## src/source/spi_regs_cfg.svh

```systemverilog
/*
 * Build-time configuration of the dual-host SPI register slave.
 * Included by the package, the RTL and the testbench for mode, ID and bank size.
 */
`ifndef SPI_REGS_CFG_SVH
`define SPI_REGS_CFG_SVH

`define SPI_CPOL	1'b1	// sclk idle level
`define SPI_CPHA	1'b1	// sample on trailing edge

`define SPI_ID_BYTE	8'hA5	// returned during every command byte

`define SPI_REG_AW	4	// register address bits
`define SPI_REG_NUM	16	// bytes in the shared bank

`endif

```

## src/source/spi_regs_pkg.sv

```systemverilog
/*
 * Shared types of the SPI register slave.
 * Request/response structs between the command framers, arbiter and bank.
 */
`default_nettype none
`include "spi_regs_cfg.svh"

package spi_regs_pkg;

	// write flag is bit 7 of the command byte, address in 3:0, 6:4 ignored
	localparam int CMD_WR_BIT = 7;

	typedef struct packed {
		logic				wr;	// 1 = write, 0 = read
		logic [`SPI_REG_AW-1:0]	addr;	// register index
		logic [7:0]			wdata;	// write payload
	} reg_req_t;

	typedef struct packed {
		logic		valid;	// read data present this cycle
		logic [7:0]	rdata;	// register contents
	} reg_rsp_t;

endpackage

`default_nettype wire

```

## src/source/reg_arbiter.sv

```systemverilog
/*
 * Round-robin arbiter giving two command framers access to one register bank.
 * Steers the bank response back to the port that was granted.
 */
`timescale 1ns/1ps
`default_nettype none

module reg_arbiter (
	input  logic				sys_clk,
	input  logic				sys_rst_n,
	input  logic [1:0]			req,
	input  spi_regs_pkg::reg_req_t [1:0]	req_data,
	output logic [1:0]			gnt,
	output spi_regs_pkg::reg_rsp_t [1:0]	rsp,
	output spi_regs_pkg::reg_req_t		bank_req,
	output logic				bank_en,
	input  spi_regs_pkg::reg_rsp_t		bank_rsp
);

	logic [1:0]	elig;		// requests not granted this cycle
	logic		sel;
	logic		last;		// last winner
	logic		rsp_owner;	// port owning the response in flight

	assign elig = req & ~gnt;	// req still high the cycle of gnt
	assign sel = (elig == 2'b11) ? ~last : elig[1];

	always_ff @(posedge sys_clk) begin
		if (!sys_rst_n) begin
			gnt <= 2'b00;
			bank_en <= 1'b0;
			last <= 1'b1;		// port 0 wins first tie
			rsp_owner <= 1'b0;
		end else begin
			gnt <= 2'b00;
			bank_en <= 1'b0;
			if (|elig) begin
				gnt[sel] <= 1'b1;
				bank_en <= 1'b1;
				last <= sel;
			end
			if (bank_en)
				rsp_owner <= last;	// aligns with bank_rsp
		end
	end

	always_ff @(posedge sys_clk) begin
		if (|elig)
			bank_req <= req_data[sel];
	end

	always_comb begin
		rsp[0].valid = bank_rsp.valid & ~rsp_owner;
		rsp[0].rdata = bank_rsp.rdata;
		rsp[1].valid = bank_rsp.valid & rsp_owner;
		rsp[1].rdata = bank_rsp.rdata;
	end

endmodule

`default_nettype wire

```

## src/source/reg_bank.sv

```systemverilog
/*
 * Shared register bank, one byte per address.
 * Writes land on bank_en; reads return one cycle later with valid set.
 */
`timescale 1ns/1ps
`default_nettype none
`include "spi_regs_cfg.svh"

module reg_bank (
	input  logic			sys_clk,
	input  logic			sys_rst_n,
	input  spi_regs_pkg::reg_req_t	bank_req,
	input  logic			bank_en,
	output spi_regs_pkg::reg_rsp_t	bank_rsp
);

	logic [7:0]	mem [`SPI_REG_NUM];
	logic		rsp_valid;
	logic [7:0]	rsp_rdata;

	assign bank_rsp = '{valid: rsp_valid, rdata: rsp_rdata};

	always_ff @(posedge sys_clk) begin
		if (!sys_rst_n) begin
			for (int i = 0; i < `SPI_REG_NUM; i++)
				mem[i] <= 8'h00;	// unwritten regs read zero
			rsp_valid <= 1'b0;
		end else begin
			rsp_valid <= bank_en & ~bank_req.wr;	// reads only
			if (bank_en && bank_req.wr)
				mem[bank_req.addr] <= bank_req.wdata;
		end
	end

	always_ff @(posedge sys_clk) begin
		if (bank_en)
			rsp_rdata <= mem[bank_req.addr];
	end

endmodule

`default_nettype wire

```

## src/source/spi_cmd_port.sv

```systemverilog
/*
 * Command framer behind one SPI slave front end.
 * Decodes the command byte, fetches read data and issues bank writes.
 */
`timescale 1ns/1ps
`default_nettype none
`include "spi_regs_cfg.svh"

module spi_cmd_port (
	input  logic			sys_clk,
	input  logic			sys_rst_n,
	input  logic [7:0]		rx_byte,
	input  logic			rx_strobe,
	input  logic			frame_start,
	input  logic			frame_abort,
	output logic [7:0]		tx_byte,
	output logic			tx_load,
	output logic			req,		// held until gnt
	output spi_regs_pkg::reg_req_t	req_data,
	input  logic			gnt,		// one-cycle grant
	input  spi_regs_pkg::reg_rsp_t	rsp
);

	typedef enum logic [1:0] {
		S_IDLE,
		S_CMD,		// shifting command byte, ID going out
		S_DATA,		// shifting data byte
		S_DONE		// waiting for cs high
	} state_t;

	state_t	state;
	logic	rd_load;	// read data arrived for this frame

	assign rd_load = (state == S_DATA) & rsp.valid & ~req_data.wr;

	always_ff @(posedge sys_clk) begin
		if (!sys_rst_n) begin
			state <= S_IDLE;
			req <= 1'b0;
			tx_load <= 1'b0;
		end else begin
			tx_load <= 1'b0;
			if (gnt)
				req <= 1'b0;		// drop the cycle after gnt
			if (frame_start) begin
				state <= S_CMD;
				tx_load <= 1'b1;	// ID byte
			end else if (frame_abort) begin
				state <= S_IDLE;	// no write issued
			end else begin
				case (state)
					S_CMD: if (rx_strobe) begin
						state <= S_DATA;
						if (!rx_byte[spi_regs_pkg::CMD_WR_BIT])
							req <= 1'b1;	// fetch read data now
					end
					S_DATA: begin
						if (rd_load)
							tx_load <= 1'b1;
						if (rx_strobe) begin
							state <= S_DONE;
							if (req_data.wr)
								req <= 1'b1;	// commit write
						end
					end
					default: ;
				endcase
			end
		end
	end

	always_ff @(posedge sys_clk) begin
		if (frame_start)
			tx_byte <= `SPI_ID_BYTE;
		else if (rd_load)
			tx_byte <= rsp.rdata;
		if (state == S_CMD && rx_strobe) begin
			req_data.wr <= rx_byte[spi_regs_pkg::CMD_WR_BIT];
			req_data.addr <= rx_byte[`SPI_REG_AW-1:0];	// bits 6:4 dropped
		end
		if (state == S_DATA && rx_strobe)
			req_data.wdata <= rx_byte;
	end

endmodule

`default_nettype wire

```

## src/source/spi_regs_top.sv

```systemverilog
/*
 * Dual-host SPI register slave top level.
 * Port a and port b each reach the shared 16 x 8 bank through the arbiter.
 */
`timescale 1ns/1ps
`default_nettype none
`include "spi_regs_cfg.svh"

module spi_regs_top (
	input  logic	sys_clk,
	input  logic	sys_rst_n,
	input  logic	cs_a,
	input  logic	sclk_a,
	input  logic	mosi_a,
	output logic	miso_a,
	input  logic	cs_b,
	input  logic	sclk_b,
	input  logic	mosi_b,
	output logic	miso_b
);

	logic [1:0]			cs_v;		// index 0 = port a
	logic [1:0]			sclk_v;
	logic [1:0]			mosi_v;
	logic [1:0]			miso_v;
	logic [1:0][7:0]		rx_byte;
	logic [1:0][7:0]		tx_byte;
	logic [1:0]			rx_strobe;
	logic [1:0]			tx_load;
	logic [1:0]			frame_start;
	logic [1:0]			frame_abort;
	logic [1:0]			req;
	logic [1:0]			gnt;
	spi_regs_pkg::reg_req_t [1:0]	req_data;
	spi_regs_pkg::reg_rsp_t [1:0]	rsp;
	spi_regs_pkg::reg_req_t		bank_req;
	spi_regs_pkg::reg_rsp_t		bank_rsp;
	logic				bank_en;

	assign cs_v = {cs_b, cs_a};
	assign sclk_v = {sclk_b, sclk_a};
	assign mosi_v = {mosi_b, mosi_a};
	assign miso_a = miso_v[0];
	assign miso_b = miso_v[1];

	for (genvar p = 0; p < 2; p++) begin : g_port
		spi_slave #(.CPOL(`SPI_CPOL), .CPHA(`SPI_CPHA)) u_slave (
			.sys_clk(sys_clk), .sys_rst_n(sys_rst_n),
			.cs(cs_v[p]), .sclk(sclk_v[p]), .mosi(mosi_v[p]), .miso(miso_v[p]),
			.tx_byte(tx_byte[p]), .tx_load(tx_load[p]),
			.rx_byte(rx_byte[p]), .rx_strobe(rx_strobe[p]),
			.frame_start(frame_start[p]), .frame_abort(frame_abort[p])
		);

		spi_cmd_port u_cmd (
			.sys_clk(sys_clk), .sys_rst_n(sys_rst_n),
			.rx_byte(rx_byte[p]), .rx_strobe(rx_strobe[p]),
			.frame_start(frame_start[p]), .frame_abort(frame_abort[p]),
			.tx_byte(tx_byte[p]), .tx_load(tx_load[p]),
			.req(req[p]), .req_data(req_data[p]), .gnt(gnt[p]), .rsp(rsp[p])
		);
	end

	reg_arbiter u_arb (
		.sys_clk(sys_clk), .sys_rst_n(sys_rst_n),
		.req(req), .req_data(req_data), .gnt(gnt), .rsp(rsp),
		.bank_req(bank_req), .bank_en(bank_en), .bank_rsp(bank_rsp)
	);

	reg_bank u_bank (
		.sys_clk(sys_clk), .sys_rst_n(sys_rst_n),
		.bank_req(bank_req), .bank_en(bank_en), .bank_rsp(bank_rsp)
	);

endmodule

`default_nettype wire

```

## src/source/spi_slave.sv

```systemverilog
/*
 * Oversampling SPI slave front end, clocked by sys_clk.
 * Pins go through 2-flop synchronizers; bytes are shifted per CPOL/CPHA.
 */
`timescale 1ns/1ps
`default_nettype none

module spi_slave #(
	parameter logic CPOL = 1'b1,	// sclk idle level
	parameter logic CPHA = 1'b1	// 1 = sample on trailing edge
) (
	input  logic		sys_clk,
	input  logic		sys_rst_n,
	input  logic		cs,		// active low chip select
	input  logic		sclk,
	input  logic		mosi,
	output logic		miso,
	input  logic [7:0]	tx_byte,	// next byte to shift out
	input  logic		tx_load,	// load pulse for tx_byte
	output logic [7:0]	rx_byte,
	output logic		rx_strobe,	// 8th bit sampled
	output logic		frame_start,	// cs fell
	output logic		frame_abort	// cs rose mid-byte
);

	logic [1:0]	cs_sync;	// pin synchronizers
	logic [1:0]	sclk_sync;
	logic [1:0]	mosi_sync;
	logic		cs_d;		// previous synced levels
	logic		sclk_d;
	logic		cs_fall;
	logic		cs_rise;
	logic		sclk_rise;
	logic		sclk_fall;
	logic		lead_edge;	// leaving idle level
	logic		trail_edge;	// returning to idle level
	logic		sample_edge;
	logic		shift_edge;
	logic [2:0]	bit_cnt;	// bits sampled in current byte
	logic [7:0]	rx_shift;
	logic [7:0]	tx_shift;
	logic		miso_r;

	assign cs_fall = cs_d & ~cs_sync[1];
	assign cs_rise = ~cs_d & cs_sync[1];
	assign sclk_rise = ~sclk_d & sclk_sync[1];
	assign sclk_fall = sclk_d & ~sclk_sync[1];

	assign lead_edge = CPOL ? sclk_fall : sclk_rise;
	assign trail_edge = CPOL ? sclk_rise : sclk_fall;
	assign sample_edge = (CPHA ? trail_edge : lead_edge) & ~cs_sync[1];	// only inside a frame
	assign shift_edge = (CPHA ? lead_edge : trail_edge) & ~cs_sync[1];

	assign rx_byte = rx_shift;
	assign miso = miso_r;

	always_ff @(posedge sys_clk) begin
		if (!sys_rst_n) begin
			cs_sync <= 2'b11;		// deselected
			sclk_sync <= {2{CPOL}};
			mosi_sync <= 2'b00;
			cs_d <= 1'b1;
			sclk_d <= CPOL;
		end else begin
			cs_sync <= {cs_sync[0], cs};
			sclk_sync <= {sclk_sync[0], sclk};
			mosi_sync <= {mosi_sync[0], mosi};
			cs_d <= cs_sync[1];
			sclk_d <= sclk_sync[1];
		end
	end

	// frame control and bit counting
	always_ff @(posedge sys_clk) begin
		if (!sys_rst_n) begin
			bit_cnt <= 3'd0;
			rx_strobe <= 1'b0;
			frame_start <= 1'b0;
			frame_abort <= 1'b0;
		end else begin
			frame_start <= cs_fall;
			frame_abort <= cs_rise & (bit_cnt != 3'd0);	// partial byte only
			rx_strobe <= sample_edge & (bit_cnt == 3'd7);
			if (cs_fall)
				bit_cnt <= 3'd0;
			else if (sample_edge)
				bit_cnt <= bit_cnt + 3'd1;	// wraps after 8 bits
		end
	end

	always_ff @(posedge sys_clk) begin
		if (sample_edge)
			rx_shift <= {rx_shift[6:0], mosi_sync[1]};	// msb first
	end

	// tx path; on CPHA 0 the msb goes out at load and the byte boundary edge is skipped
	always_ff @(posedge sys_clk) begin
		if (!sys_rst_n) begin
			miso_r <= 1'b0;
		end else if (tx_load) begin
			if (!CPHA)
				miso_r <= tx_byte[7];
		end else if (shift_edge && (CPHA || bit_cnt != 3'd0)) begin
			miso_r <= tx_shift[7];
		end
	end

	always_ff @(posedge sys_clk) begin
		if (tx_load)
			tx_shift <= CPHA ? tx_byte : {tx_byte[6:0], 1'b0};
		else if (shift_edge && (CPHA || bit_cnt != 3'd0))
			tx_shift <= {tx_shift[6:0], 1'b0};
	end

endmodule

`default_nettype wire

```

## config.mk

```make
export PLATFORM = sky130hd
export DESIGN_NAME = spi_regs_top
export DESIGN_NICKNAME = d
export VERILOG_FILES = /design/src/source/spi_regs_pkg.sv /design/src/source/reg_arbiter.sv /design/src/source/reg_bank.sv /design/src/source/spi_cmd_port.sv /design/src/source/spi_regs_top.sv /design/src/source/spi_slave.sv
export VERILOG_INCLUDE_DIRS = /design/src /design/src/source
export SDC_FILE = /design/constraint.sdc
export NUM_CORES = 1
export LEC_CHECK = 0
export BUFFER_PORTS_ARGS = -buffer_cell sky130_fd_sc_hd__buf_2
export CAP_MARGIN = 10
export CORE_MARGIN = 4
export CORE_UTILIZATION = 56
export DETAILED_ROUTE_END_ITERATION = 16
export PLACE_DENSITY = 0.75
export SYNTH_ARGS = -nofsm -noshare
export SYNTH_HDL_FRONTEND = slang
export SYNTH_SLANG_ARGS = --single-unit
```

## constraint.sdc

```tcl
create_clock -name sys_clk -period 2 [get_ports sys_clk]
set_input_delay 0.2 -clock sys_clk [delete_from_list [all_inputs] [get_ports sys_clk]]
set_output_delay 0.2 -clock sys_clk [all_outputs]
set_load 0.02 [all_outputs]
```

==> results of run 1 <==
-- cell families (layout without fill, tap and decap cells) --
family,after synthesis,in the layout
AND/OR/NAND/NOR,287,287
AO/OA/AOI/OAI,66,66
multiplexers,68,68
XOR/XNOR,2,2
flip-flops,267,267
adder cells (fa/ha/maj),10,10
buffers and inverters,54,115
-- timing repair --
action | 4_1_cts | 5_1_grt
resized for setup | 2 | 5
endpoints found under the setup margin | 2 | 11
setup buffers | 0 | 0
hold buffers | 6 | 0
hold endpoints to repair | 6 | 0
-- area by class of cell --
type | count | area share, %
clock buffer | 31 | 5.78
inverter | 15 | 0.464
clock inverter | 19 | 1.94
tap | 234 | 2.41
timing repair buffer | 50 | 3.24
sequential | 267 | 61.1
multi-input combinational | 433 | 25.0
-- per-layer routing --
layer  track usage (%)  routed length, um
met4              6.26                510
met5                 0                  0
met2              36.2              11500
met1              27.9               8860
met3              2.86               1340
-- worst max-delay path, delay by kind of cell, from the launching register on --
family                 cells  cell delay (ns)
AND/OR/NAND/NOR            1             0.09
multiplexers               1             0.65
buffers and inverters      1             0.26
flip-flops                 1             0.37
AO/OA/AOI/OAI              1             0.27
-- flip-flops by register name, indices dropped and copies added (netlist names), 4 cells and up --
| signal | count |
|---|---|
| g_port.u_cmd.req_data | 26 |
| g_port.u_cmd.tx_byte | 16 |
| u_bank.mem | 128 |
| g_port.u_slave.cs_sync | 4 |
| g_port.u_slave.bit_cnt | 6 |
| g_port.u_slave.tx_shift | 16 |
| g_port.u_slave.rx_byte | 16 |
| g_port.u_slave.mosi_sync | 4 |
| u_bank.rsp_rdata | 8 |
| u_arb.bank_req | 13 |
| g_port.u_cmd.state | 4 |
| g_port.u_slave.sclk_sync | 4 |
-- per-stage QoR --
| stage | util, % | setup slack [ns] | TNS [ns] | hold slack [ns] |
|---|---|---|---|---|
| floorplan | - | -0.0441 | -1.41 | 0.301 |
| global placement | 59.2 | -0.0299 | -0.0299 | 0.383 |
| detailed placement | 59.2 | 0.0127 | 0 | 0.387 |
| CTS | 64.5 | 0.0218 | 0 | 0.233 |
| global route | 64.6 | 0.00732 | 0 | 0.274 |
| finish | 64.6 | 0.0486 | 0 | 0.265 |
-- power groups by stage --
stage	Clock, W	Sequential [W]	Combinational (W)
2_1_floorplan	0	0.00620	0.000138
3_3_place_gp	0	0.00621	0.000210
3_5_place_dp	0	0.00622	0.000219
4_1_cts	0.00529	0.00610	0.000231
5_1_grt	0.00551	0.00611	0.000249
6_report	0.00521	0.00610	0.000231
-- final timing paths --
kind	startpoint	endpoint	slack, ns	cells after the start
worst min register to register	g_port[1].u_slave.mosi_sync[1]	g_port[1].u_slave.rx_byte[0]	0.41	0
worst max register to register	u_arb.bank_req[8]	u_bank.rsp_rdata[2]	0.05	4
worst min-delay path	sys_rst_n	g_port[0].u_slave.cs_sync[0]	0.27	3
worst max-delay path	u_arb.bank_req[8]	u_bank.rsp_rdata[2]	0.05	4
-- Yosys cell counts --
library cell | instances | share of area (%)
nand3b_1 | 4 | 0.28
a21oi_1 | 12 | 0.56
mux2i_1 | 9 | 0.84
o21a_1 | 2 | 0.14
a21o_1 | 2 | 0.14
nor3_1 | 4 | 0.19
clkbuf_1 | 18 | 0.63
ha_1 | 10 | 1.2
inv_1 | 14 | 0.49
nor3b_1 | 1 | 0.070
a31oi_1 | 2 | 0.12
mux4_1 | 17 | 4.2
o311a_1 | 2 | 0.19
mux2_2 | 27 | 2.8
o211ai_1 | 1 | 0.070
nand2_1 | 66 | 2.3
buf_12 | 1 | 0.19
nor2_1 | 158 | 5.5
and3_1 | 3 | 0.18
dfxtp_1 | 60 | 11
a211o_1 | 4 | 0.33
nor4b_1 | 2 | 0.16
and4bb_2 | 1 | 0.12
nor2b_1 | 13 | 0.76
mux4_2 | 15 | 3.2
nand3_1 | 1 | 0.047
or2_2 | 1 | 0.059
o21ai_0 | 24 | 1.1
nand4b_1 | 1 | 0.082
nor3b_2 | 2 | 0.23
buf_6 | 3 | 0.32
o21bai_2 | 1 | 0.11
nand3_2 | 1 | 0.094
xnor2_1 | 2 | 0.16
buf_2 | 17 | 0.80
edfxtp_1 | 207 | 58
and4b_1 | 1 | 0.094
a22oi_1 | 16 | 1.1
clkinv_1 | 1 | 0.035
and2_1 | 12 | 0.70
nand2b_1 | 16 | 0.94
==> impl_results.md, run 1 <==
- IO Port Bufs: 9
- Fmax: 0.512 GHz
- Tightest Pin Transition: 0.913 ns
- Global-route wire length before repair: 34900 um
- Synth warn: 0
- CTS sink cnt: 267
- Initial DRC count: 540
- Largest net degree at the start of global routing: 36
- CTS tree: built
- Final setup skew: 0.0174 ns
- Maxcap violations: 0
- Gpl congestion: 0.808
- Post-Synth XOR/XNOR Area: 0.164%
- PwrDens: 951 nW/um^2
- Min-delay worst type: in -> reg
- Arrival time at the worst endpoint: 2.22 ns
- Largest family of logic cells by synthesized area: simple AND/OR/NAND/NOR gates
- Most frequent cells in the layout: 207 x edfxtp_1, 158 x nor2_1, 66 x nand2_1, 60 x dfxtp_1, 33 x buf_4
- Post-synthesis sequential area ratio: 69.4%
- CTS clk-pin slew, worst paths: 0.07 ns
- Placed cell count: 993
- Antenna violations before repair: 0
- Final setup violation count: 0
- Sw Share: 19.2%
- CP max stage delay: 0.65 ns
- Skew-Pair Late Insertion Delay: 0.53 ns
- Clock root cell: clkbuf_16
- Final period util: 97.6%
- CP max FO: 34
- Post-Syn Nets: 772
- Clock buffer count from CTS: 27
- Post-route design area: 12100 um^2
- Maximum buffer depth of the clock tree: 3
- Register area: 7420 um^2
- Mapped Area: 10700 um^2
- Clock network power share: 45.1%
- Final nets: 812
- Comb power frac: 2.0%
- Syn Inst Count: 754
- Compound-Gate Fraction of Synth Area: 3.90%
- Die width: 146 um
- Number of fill cells: 1306
- I/O pins: 10
- Drt first pass iters: 5
- Worst vdd ir: 682 uV
- Final Hold Fails: 0
- Area of the multi-input gates: 3040 um^2
- Synth Area in Simple Gates: 11.9%
- Crit-path cells: buf_12 > mux4_1 > a22oi_2 > nand2_1
- Worst path required time: 2.26 ns
- Slew headroom: 39.0%
- Share of layout cells above drive strength 1: 17.3%
- Worst path slowest cell: mux4_1
- H-tree depth reported by CTS: 1
- CP endpoint kind: flop
- Worst setup path class: reg -> reg
- Pins over their slew limit: 0
- Post-route DRC violation count: 0
- Initial Util: 56.9%
- Yosys reg bits: 267
- Final HPWL DP: 14000 um
- Most common cell after layout, fill and taps aside: edfxtp_1
- Post-route non-filler standard cell count: 1049
- Die height: 146 um
- Die ar.: 21400 um^2
- Row Count: 50
- Switch Pwr: 0.00221 W
- Vias: 6078
- Sequential power share: 52.9%
- Tot GR Track Use: 20.9%
- Area post-placement: 11100 um^2
- Adder-cell share of the synthesized area: 1.17%
- CORE AREA: 18800 um^2
- Mapped Avg Cell Area: 14.2 um^2
- RSZ-0062 raised after global routing: false
- Netlist cell types: 41
- Power, Total: 0.0115 W
- Number of global-route vias before repair: 6354
- Area growth, synth to finish: 13.5%
- Diode count: 0
- Multiplexer share of the synthesized area: 11.0%
- Status: completed
- Pint: 0.00932 W
- Static leakage: 4.30 nW
- Min cycle time layout: 1.95 ns
- Startpoint Class: flop
- Wire per inst: 21.1 um
- Grt ovf: 0
- Post-route ant nets: 0
- Overall routed net length: 22200 um
- Routed vias/inst: 5.79
Power figures use the tool's default switching activity.
==> inputs of run 2 (changes only) <==
--- a/config.mk
+++ b/config.mk
@@ -8,2 +8,3 @@
 export LEC_CHECK = 0
+export ABC_AREA = 1
 export BUFFER_PORTS_ARGS = -buffer_cell sky130_fd_sc_hd__buf_2
@@ -11,5 +12,6 @@
 export CORE_MARGIN = 4
-export CORE_UTILIZATION = 56
+export CORE_UTILIZATION = 57
 export DETAILED_ROUTE_END_ITERATION = 16
-export PLACE_DENSITY = 0.75
+export HOLD_SLACK_MARGIN = 0.08
+export PLACE_DENSITY = 0.76
 export SYNTH_ARGS = -nofsm -noshare
==> constraint.sdc (replaced) <==
create_clock -name sys_clk -period 2 [get_ports sys_clk]
set_input_delay 0.3 -clock sys_clk [delete_from_list [all_inputs] [get_ports sys_clk]]
set_output_delay 0.3 -clock sys_clk [all_outputs]
set_load 0.02 [all_outputs]
==> impl_results.md, run 2 <==
- Status: completed (unchanged)
- Overall routed net length: 21900 um (was 22200 um)
- Post-CTS setup buffer count: 0 (unchanged)
- Fmax: 0.536 GHz (was 0.512 GHz)
- CP endpoint kind: flop (unchanged)
- Min cycle time layout: 1.86 ns (was 1.95 ns)
- Tightest Pin Transition: 0.711 ns (was 0.913 ns)
- Worst r2r path cells: 4 (unchanged)
- Area growth, synth to finish: 12.3% (was 13.5%)
- Post-synth top area share: 56.3% (was 58.2%)
- Post-route non-filler standard cell count: 1482 (was 1049)
- Hold worst-path end: g_port[0].u_slave.cs_d (was g_port[0].u_slave.cs_sync[0])
- Skew-Pair Late Insertion Delay: 0.52 ns (was 0.53 ns)
- Share of layout cells above drive strength 1: 8.35% (was 17.3%)
- Startpoint Class: flop (unchanged)
- Routed vias/inst: 5.10 (was 5.79)
- Worst vdd ir: 754 uV (was 682 uV)
- Global-route wire length before repair: 36200 um (was 34900 um)
- Most frequent CP cell: nand2_1
- Initial DRC count: 545 (was 540)
- Final period util: 93.2% (was 97.6%)
- WHS: 0.335 ns (was 0.265 ns)
- CTS tree: built (unchanged)
- Grt ovf: 0 (unchanged)
- Post-synthesis sequential area ratio: 67.2% (was 69.4%)
- I/O pins: 10 (unchanged)
- Die height: 147 um (was 146 um)
- Clock root cell: clkbuf_16 (unchanged)
- Pins over their slew limit: 0 (unchanged)
- Most numerous cell in the Yosys netlist: nand2_1 (was edfxtp_1)
- CTS sink cnt: 267 (unchanged)
- CTS clk-pin slew, worst paths: 0.06 ns (was 0.07 ns)
- Post-route design area: 12400 um^2 (was 12100 um^2)
- Syn Inst Count: 1162 (was 754)
- Flop2flop setup slack: 0.14 ns (was 0.05 ns)
- Placed cell count: 1430 (was 993)
- Worst Min Path Start: sys_rst_n (unchanged)
- Synth top cells by count: 516 x nand2_1, 207 x edfxtp_1, 164 x nor2_1 (was 207 x edfxtp_1, 158 x nor2_1, 66 x nand2_1)
- Worst path slowest cell: nor3_2 (was mux4_1)
- Gpl congestion: 0.856 (was 0.808)
- Antenna violations before repair: 0 (unchanged)
- Final setup skew: 0.0137 ns (was 0.0174 ns)
- IO Port Bufs: 9 (unchanged)
- Largest net degree at the start of global routing: 41 (was 36)
- Die width: 147 um (was 146 um)
- Yosys reg bits: 267 (unchanged)
- Asr flop ratio synth: 0% (unchanged)
- Worst path required time: 2.18 ns (was 2.26 ns)
- Setup TNS: 0 ns (unchanged)
- Worst setup path class: reg -> reg (unchanged)
- Slew headroom: 52.6% (was 39.0%)
- Top Usage Layer GRT: met2 (unchanged)
- Row Count: 50 (unchanged)
- CP max stage delay: 0.44 ns (was 0.65 ns)
- GR Util met3: 2.75% (was 2.86%)
- Die ar.: 21700 um^2 (was 21400 um^2)
- Static leakage: 5.55 nW (was 4.30 nW)
- Maximum buffer depth of the clock tree: 3 (unchanged)
- Area post-placement: 11600 um^2 (was 11100 um^2)
- Max reg flops: 128 (unchanged)
- CTS Hold Bufs: 6 (unchanged)
- Maxcap violations: 0 (unchanged)
- Min-delay worst type: in -> reg (unchanged)
- Ranking of synthesized cells by area: edfxtp_1 56%, nand2_1 18%, dfxtp_1 11% (was edfxtp_1 58%, dfxtp_1 11%, nor2_1 5.5%)
- H-tree depth reported by CTS: 1 (unchanged)
- Post-CTS Resized: 0 (was 2)
- Met2 Use GR: 34.3% (was 36.2%)
- Diode count: 0 (unchanged)
- Grt met1 use: 28.5% (was 27.9%)
- Worst r2r src: u_arb.bank_req[12] (was u_arb.bank_req[8])
- Synth warn: 0 (unchanged)
- Final HPWL DP: 14500 um (was 14000 um)
- R2r endpoint: u_bank.mem[9][1] (was u_bank.rsp_rdata[2])
- EDFF count, synth: 207 (unchanged)
- Initial Util: 58.4% (was 56.9%)
- Setup WS pre-CTS: 0.127 ns (was 0.0127 ns)
- RSZ-0062 raised after global routing: false (unchanged)
- Biggest registers after layout: u_bank.mem x128, g_port.u_cmd.req_data x26 (unchanged)
- Number of global-route vias before repair: 7350 (was 6354)
- Arrival time at the worst endpoint: 2.04 ns (was 2.22 ns)
- Hold path cells: 3 (unchanged)
- Cell taking the most area after synthesis: edfxtp_1 (unchanged)
- Vias: 7557 (was 6078)
- CORE AREA: 18900 um^2 (was 18800 um^2)
- Main synth FF type: edfxtp_1 (unchanged)
- Final nets: 1222 (was 812)
- Final Hold Fails: 0 (unchanged)
- Post-route ant nets: 0 (unchanged)
- Clock buffer count from CTS: 26 (was 27)
- Post-Syn Nets: 1180 (was 772)
- Most frequent cells in the layout: 516 x nand2_1, 207 x edfxtp_1, 164 x nor2_1, 77 x inv_1, 60 x dfxtp_1 (was 207 x edfxtp_1, 158 x nor2_1, 66 x nand2_1, 60 x dfxtp_1, 33 x buf_4)
- Post-route DRC violation count: 0 (unchanged)
- CP max FO: 8 (was 34)
- Most common cell after layout, fill and taps aside: nand2_1 (was edfxtp_1)
- PwrDens: 870 nW/um^2 (was 951 nW/um^2)
- Drt first pass iters: 5 (unchanged)
- Largest Register: u_bank.mem (unchanged)
- Netlist cell types: 23 (was 41)
- Tot GR Track Use: 20.5% (was 20.9%)
- Number of fill cells: 1475 (was 1306)
- Setup ws final: 0.136 ns (was 0.0486 ns)
- Final setup violation count: 0 (unchanged)
- Wire per inst: 14.8 um (was 21.1 um)
- Mapped Area: 11000 um^2 (was 10700 um^2)
- Mapped Avg Cell Area: 9.50 um^2 (was 14.2 um^2)
- Crit-path cells: nand3_1 > nor3_2 > nand2_1 > nand2_1 (was buf_12 > mux4_1 > a22oi_2 > nand2_1)
-- run 2: logic make-up after synthesis --
group | synth area share (%)
adders and majority gates | 1.13
and+or+nand+nor | 25.4
AOI/OAI and AO/OA | 1.85
DFF | 67.2
buffers and inverters | 4.47
-- run 2: critical path, delay by kind of cell, from the launching register on --
family	cells	cell delay [ns]
flip-flops	1	0.35
AND/OR/NAND/NOR	4	1.17
-- run 2: cell type report --
class	instances	area, um^2	area share [%]
Sequential cell	267	7420	59.8
Multi-Input combinational cell	768	3130	25.2
Clock buffer	32	673	5.43
Timing Repair Buffer	56	425	3.43
Tap cell	260	325	2.62
Inverter	85	319	2.57
Clock inverter	14	106	0.858
-- run 2: metrics by stage --
stage                     power, W  util [%]
final                       0.0108      65.6
after CTS                   0.0109      65.6
after global routing        0.0111      65.6
after global placement     0.00641      61.2
after detailed placement   0.00642      61.2
after floorplan            0.00635         -
-- run 2: worst max path at each step --
stage | endpoint | from | cells after the start | slack, ns
finish | u_bank.mem[9][1] | u_arb.bank_req[12] | 4 | 0.14
global route | u_bank.mem[5][5] | u_arb.bank_req[12] | 4 | 0.02
CTS | u_bank.mem[9][5] | u_arb.bank_req[12] | 4 | 0.16
detailed placement | u_bank.mem[9][6] | sys_rst_n | 5 | 0.13
global placement | u_bank.mem[9][3] | sys_rst_n | 5 | 0.18
floorplan | u_bank.mem[10][0] | u_arb.bank_en | 4 | 0.25
-- run 2: report_power, final --
part	internal, W	switching (W)	leakage [nW]	total (W)
clock	0.00252	0.00195	0.379	0.00447
sequential	0.00606	0.0000397	2.52	0.00610
combinational	0.0000670	0.000151	2.65	0.000218
total	0.00864	0.00214	5.55	0.0108
-- run 2: routing by layer --
metal	vias to the layer above	part of all wire, %	routed length (um)
met1	3496	44	9580
met3	39	6.4	1400
met2	248	48	10500
met4	0	2.1	459
met5	-	0	0
li1	3774	-	-
==> inputs of run 3 (changes only) <==
--- a/config.mk
+++ b/config.mk
@@ -12,3 +12,3 @@
 export CORE_MARGIN = 4
-export CORE_UTILIZATION = 57
+export CORE_UTILIZATION = 60
 export DETAILED_ROUTE_END_ITERATION = 16
==> constraint.sdc (replaced) <==
create_clock -name sys_clk -period 2.1 [get_ports sys_clk]
set_input_delay 0.315 -clock sys_clk [delete_from_list [all_inputs] [get_ports sys_clk]]
set_output_delay 0.315 -clock sys_clk [all_outputs]
set_load 0.1 [all_outputs]
==> impl_results.md, run 3 (synthesis gave the netlist of run 2 again) <==
- Largest Register: u_bank.mem (unchanged)
- Largest net degree at the start of global routing: 41 (unchanged)
- Maxcap violations: 0 (unchanged)
- Share of layout cells above drive strength 1: 8.82% (was 8.35%)
- Worst vdd ir: 741 uV (was 754 uV)
- Flop2flop setup slack: 0.30 ns (was 0.14 ns)
- Skew-Pair Late Insertion Delay: 0.54 ns (was 0.52 ns)
- Gpl congestion: 0.876 (was 0.856)
- Number of global-route vias before repair: 7434 (was 7350)
- Tightest Pin Transition: 0.551 ns (was 0.711 ns)
- CP max FO: 8 (unchanged)
- Post-CTS setup buffer count: 0 (unchanged)
- Antenna violations before repair: 0 (unchanged)
- Pins over their slew limit: 0 (unchanged)
- Post-route DRC violation count: 0 (unchanged)
- Max reg flops: 128 (unchanged)
- Post-route ant nets: 0 (unchanged)
- Status: completed (unchanged)
- I/O pins: 10 (unchanged)
- WHS: 0.353 ns (was 0.335 ns)
- Area growth, synth to finish: 13.0% (was 12.3%)
- Initial DRC count: 706 (was 545)
- Hold path cells: 3 (unchanged)
- CP Launch Point: u_arb.bank_req[12] (unchanged)
- Min-delay worst type: in -> reg (unchanged)
- Overall routed net length: 22500 um (was 21900 um)
- Worst r2r src: u_arb.bank_req[12] (unchanged)
- Drt first pass iters: 5 (unchanged)
- Final nets: 1222 (unchanged)
- CP endpoint kind: flop (unchanged)
- Die ar.: 20600 um^2 (was 21700 um^2)
- Clock root cell: clkbuf_16 (unchanged)
- Wire per inst: 15.5 um (was 14.8 um)
- Die width: 144 um (was 147 um)
- Worst setup path class: reg -> reg (unchanged)
- Worst r2r path cells: 4 (unchanged)
- Tot GR Track Use: 22.5% (was 20.5%)
- Startpoint Class: flop (unchanged)
- Row Count: 49 (was 50)
- Min cycle time layout: 1.80 ns (was 1.86 ns)
- Final setup skew: 0.0148 ns (was 0.0137 ns)
- GR Util met3: 3.53% (was 2.75%)
- PwrDens: 866 nW/um^2 (was 870 nW/um^2)
- Area of the multi-input gates: 3130 um^2 (unchanged)
- Arrival time at the worst endpoint: 2.00 ns (was 2.04 ns)
- Global-route wire length before repair: 36400 um (was 36200 um)
- Top Usage Layer GRT: met2 (unchanged)
- Setup WS pre-CTS: 0.250 ns (was 0.127 ns)
- Slew headroom: 63.3% (was 52.6%)
- Grt met1 use: 31.8% (was 28.5%)
- Final Hold Fails: 0 (unchanged)
- H-tree depth reported by CTS: 1 (unchanged)
- CTS sink cnt: 267 (unchanged)
- IO Port Bufs: 9 (unchanged)
- Most frequent cells in the layout: 516 x nand2_1, 207 x edfxtp_1, 164 x nor2_1, 77 x inv_1, 60 x dfxtp_1 (unchanged)
- Maximum buffer depth of the clock tree: 3 (unchanged)
- Number of fill cells: 1335 (was 1475)
- Final period util: 85.8% (was 93.2%)
- R2r endpoint: u_bank.mem[3][3] (was u_bank.mem[9][1])
- Static leakage: 5.62 nW (was 5.55 nW)
- Clock buffer count from CTS: 27 (was 26)
- CTS clk-pin slew, worst paths: 0.06 ns (about the same)
- Grt ovf: 0 (unchanged)
- RSZ-0062 raised after global routing: false (unchanged)
- Setup ws final: 0.298 ns (was 0.136 ns)
- Crit path capture: u_bank.mem[3][3] (was u_bank.mem[9][1])
- Biggest registers after layout: u_bank.mem x128, g_port.u_cmd.req_data x26 (unchanged)
- CTS tree: built (unchanged)
- Worst path required time: 2.30 ns (was 2.18 ns)
- Fmax: 0.555 GHz (was 0.536 GHz)
- Met2 Use GR: 36.1% (was 34.3%)
- Setup TNS: 0 ns (unchanged)
- Final setup violation count: 0 (unchanged)
- Die height: 144 um (was 147 um)
- Register area: 7420 um^2 (unchanged)
- Vias: 7710 (was 7557)
- Most common cell after layout, fill and taps aside: nand2_1 (unchanged)
- Initial Util: 61.2% (was 58.4%)
- CORE AREA: 18000 um^2 (was 18900 um^2)
- Final HPWL DP: 14400 um (was 14500 um)
- Diode count: 0 (unchanged)
- Routed vias/inst: 5.30 (was 5.10)
==> run 3: power breakdown <==
group | switching (W) | internal, W | total (W)
Clock | 0.00195 | 0.00284 | 0.00478
Combinational | 0.000146 | 0.0000628 | 0.000209
Sequential | 0.0000364 | 0.00577 | 0.00581
==> run 3: layout make-up <==
cell class	count	area share, %
clock buffer	38	6.51
inverter	85	2.56
sequential	267	59.5
multi-input combinational	768	25.1
clock inverter	12	0.803
tap	229	2.30
timing repair buffer	55	3.25
==> run 3: critical path, cell delays in order, from the launching register on <==
cell	delay (ns)
edfxtp_1	0.36
nand3_1	0.21
nor3_2	0.41
nand2_1	0.18
nand2_1	0.30
==> run 3: metrics by stage <==
step	instances	cell area, um^2	util, %	power (W)
floorplan	1162	11000	-	0.00605
global placement	1398	11500	63.8	0.00611
detailed placement	1398	11500	63.8	0.00612
CTS	1454	12500	69.2	0.0108
global route	1454	12500	69.2	0.0111
finish	1454	12500	69.2	0.0108
==> run 3: worst min path at each step <==
stage	slack, ns	startpoint	end
after detailed placement	0.39	g_port[0].u_slave.mosi_sync[1]	g_port[0].u_slave.rx_byte[0]
final	0.35	sys_rst_n	g_port[1].u_slave.cs_d
after global routing	0.35	sys_rst_n	g_port[1].u_slave.cs_d
after floorplan	0.39	g_port[0].u_slave.mosi_sync[1]	g_port[0].u_slave.rx_byte[0]
after global placement	0.39	g_port[1].u_slave.mosi_sync[1]	g_port[1].u_slave.rx_byte[0]
after CTS	0.33	sys_rst_n	g_port[0].u_slave.sclk_d
==> run 3: repair_timing <==
item	CTS	global route
setup endpoints to repair	0	0
hold endpoints to repair	6	0
hold buffers	6	0
resized for setup	0	0
==> run 3: metal layers <==
metal,up-vias,part of all wire (%)
met2,248,47
li1,3788,-
met1,3600,43
met4,0,3.2
met3,74,6.4
met5,-,0
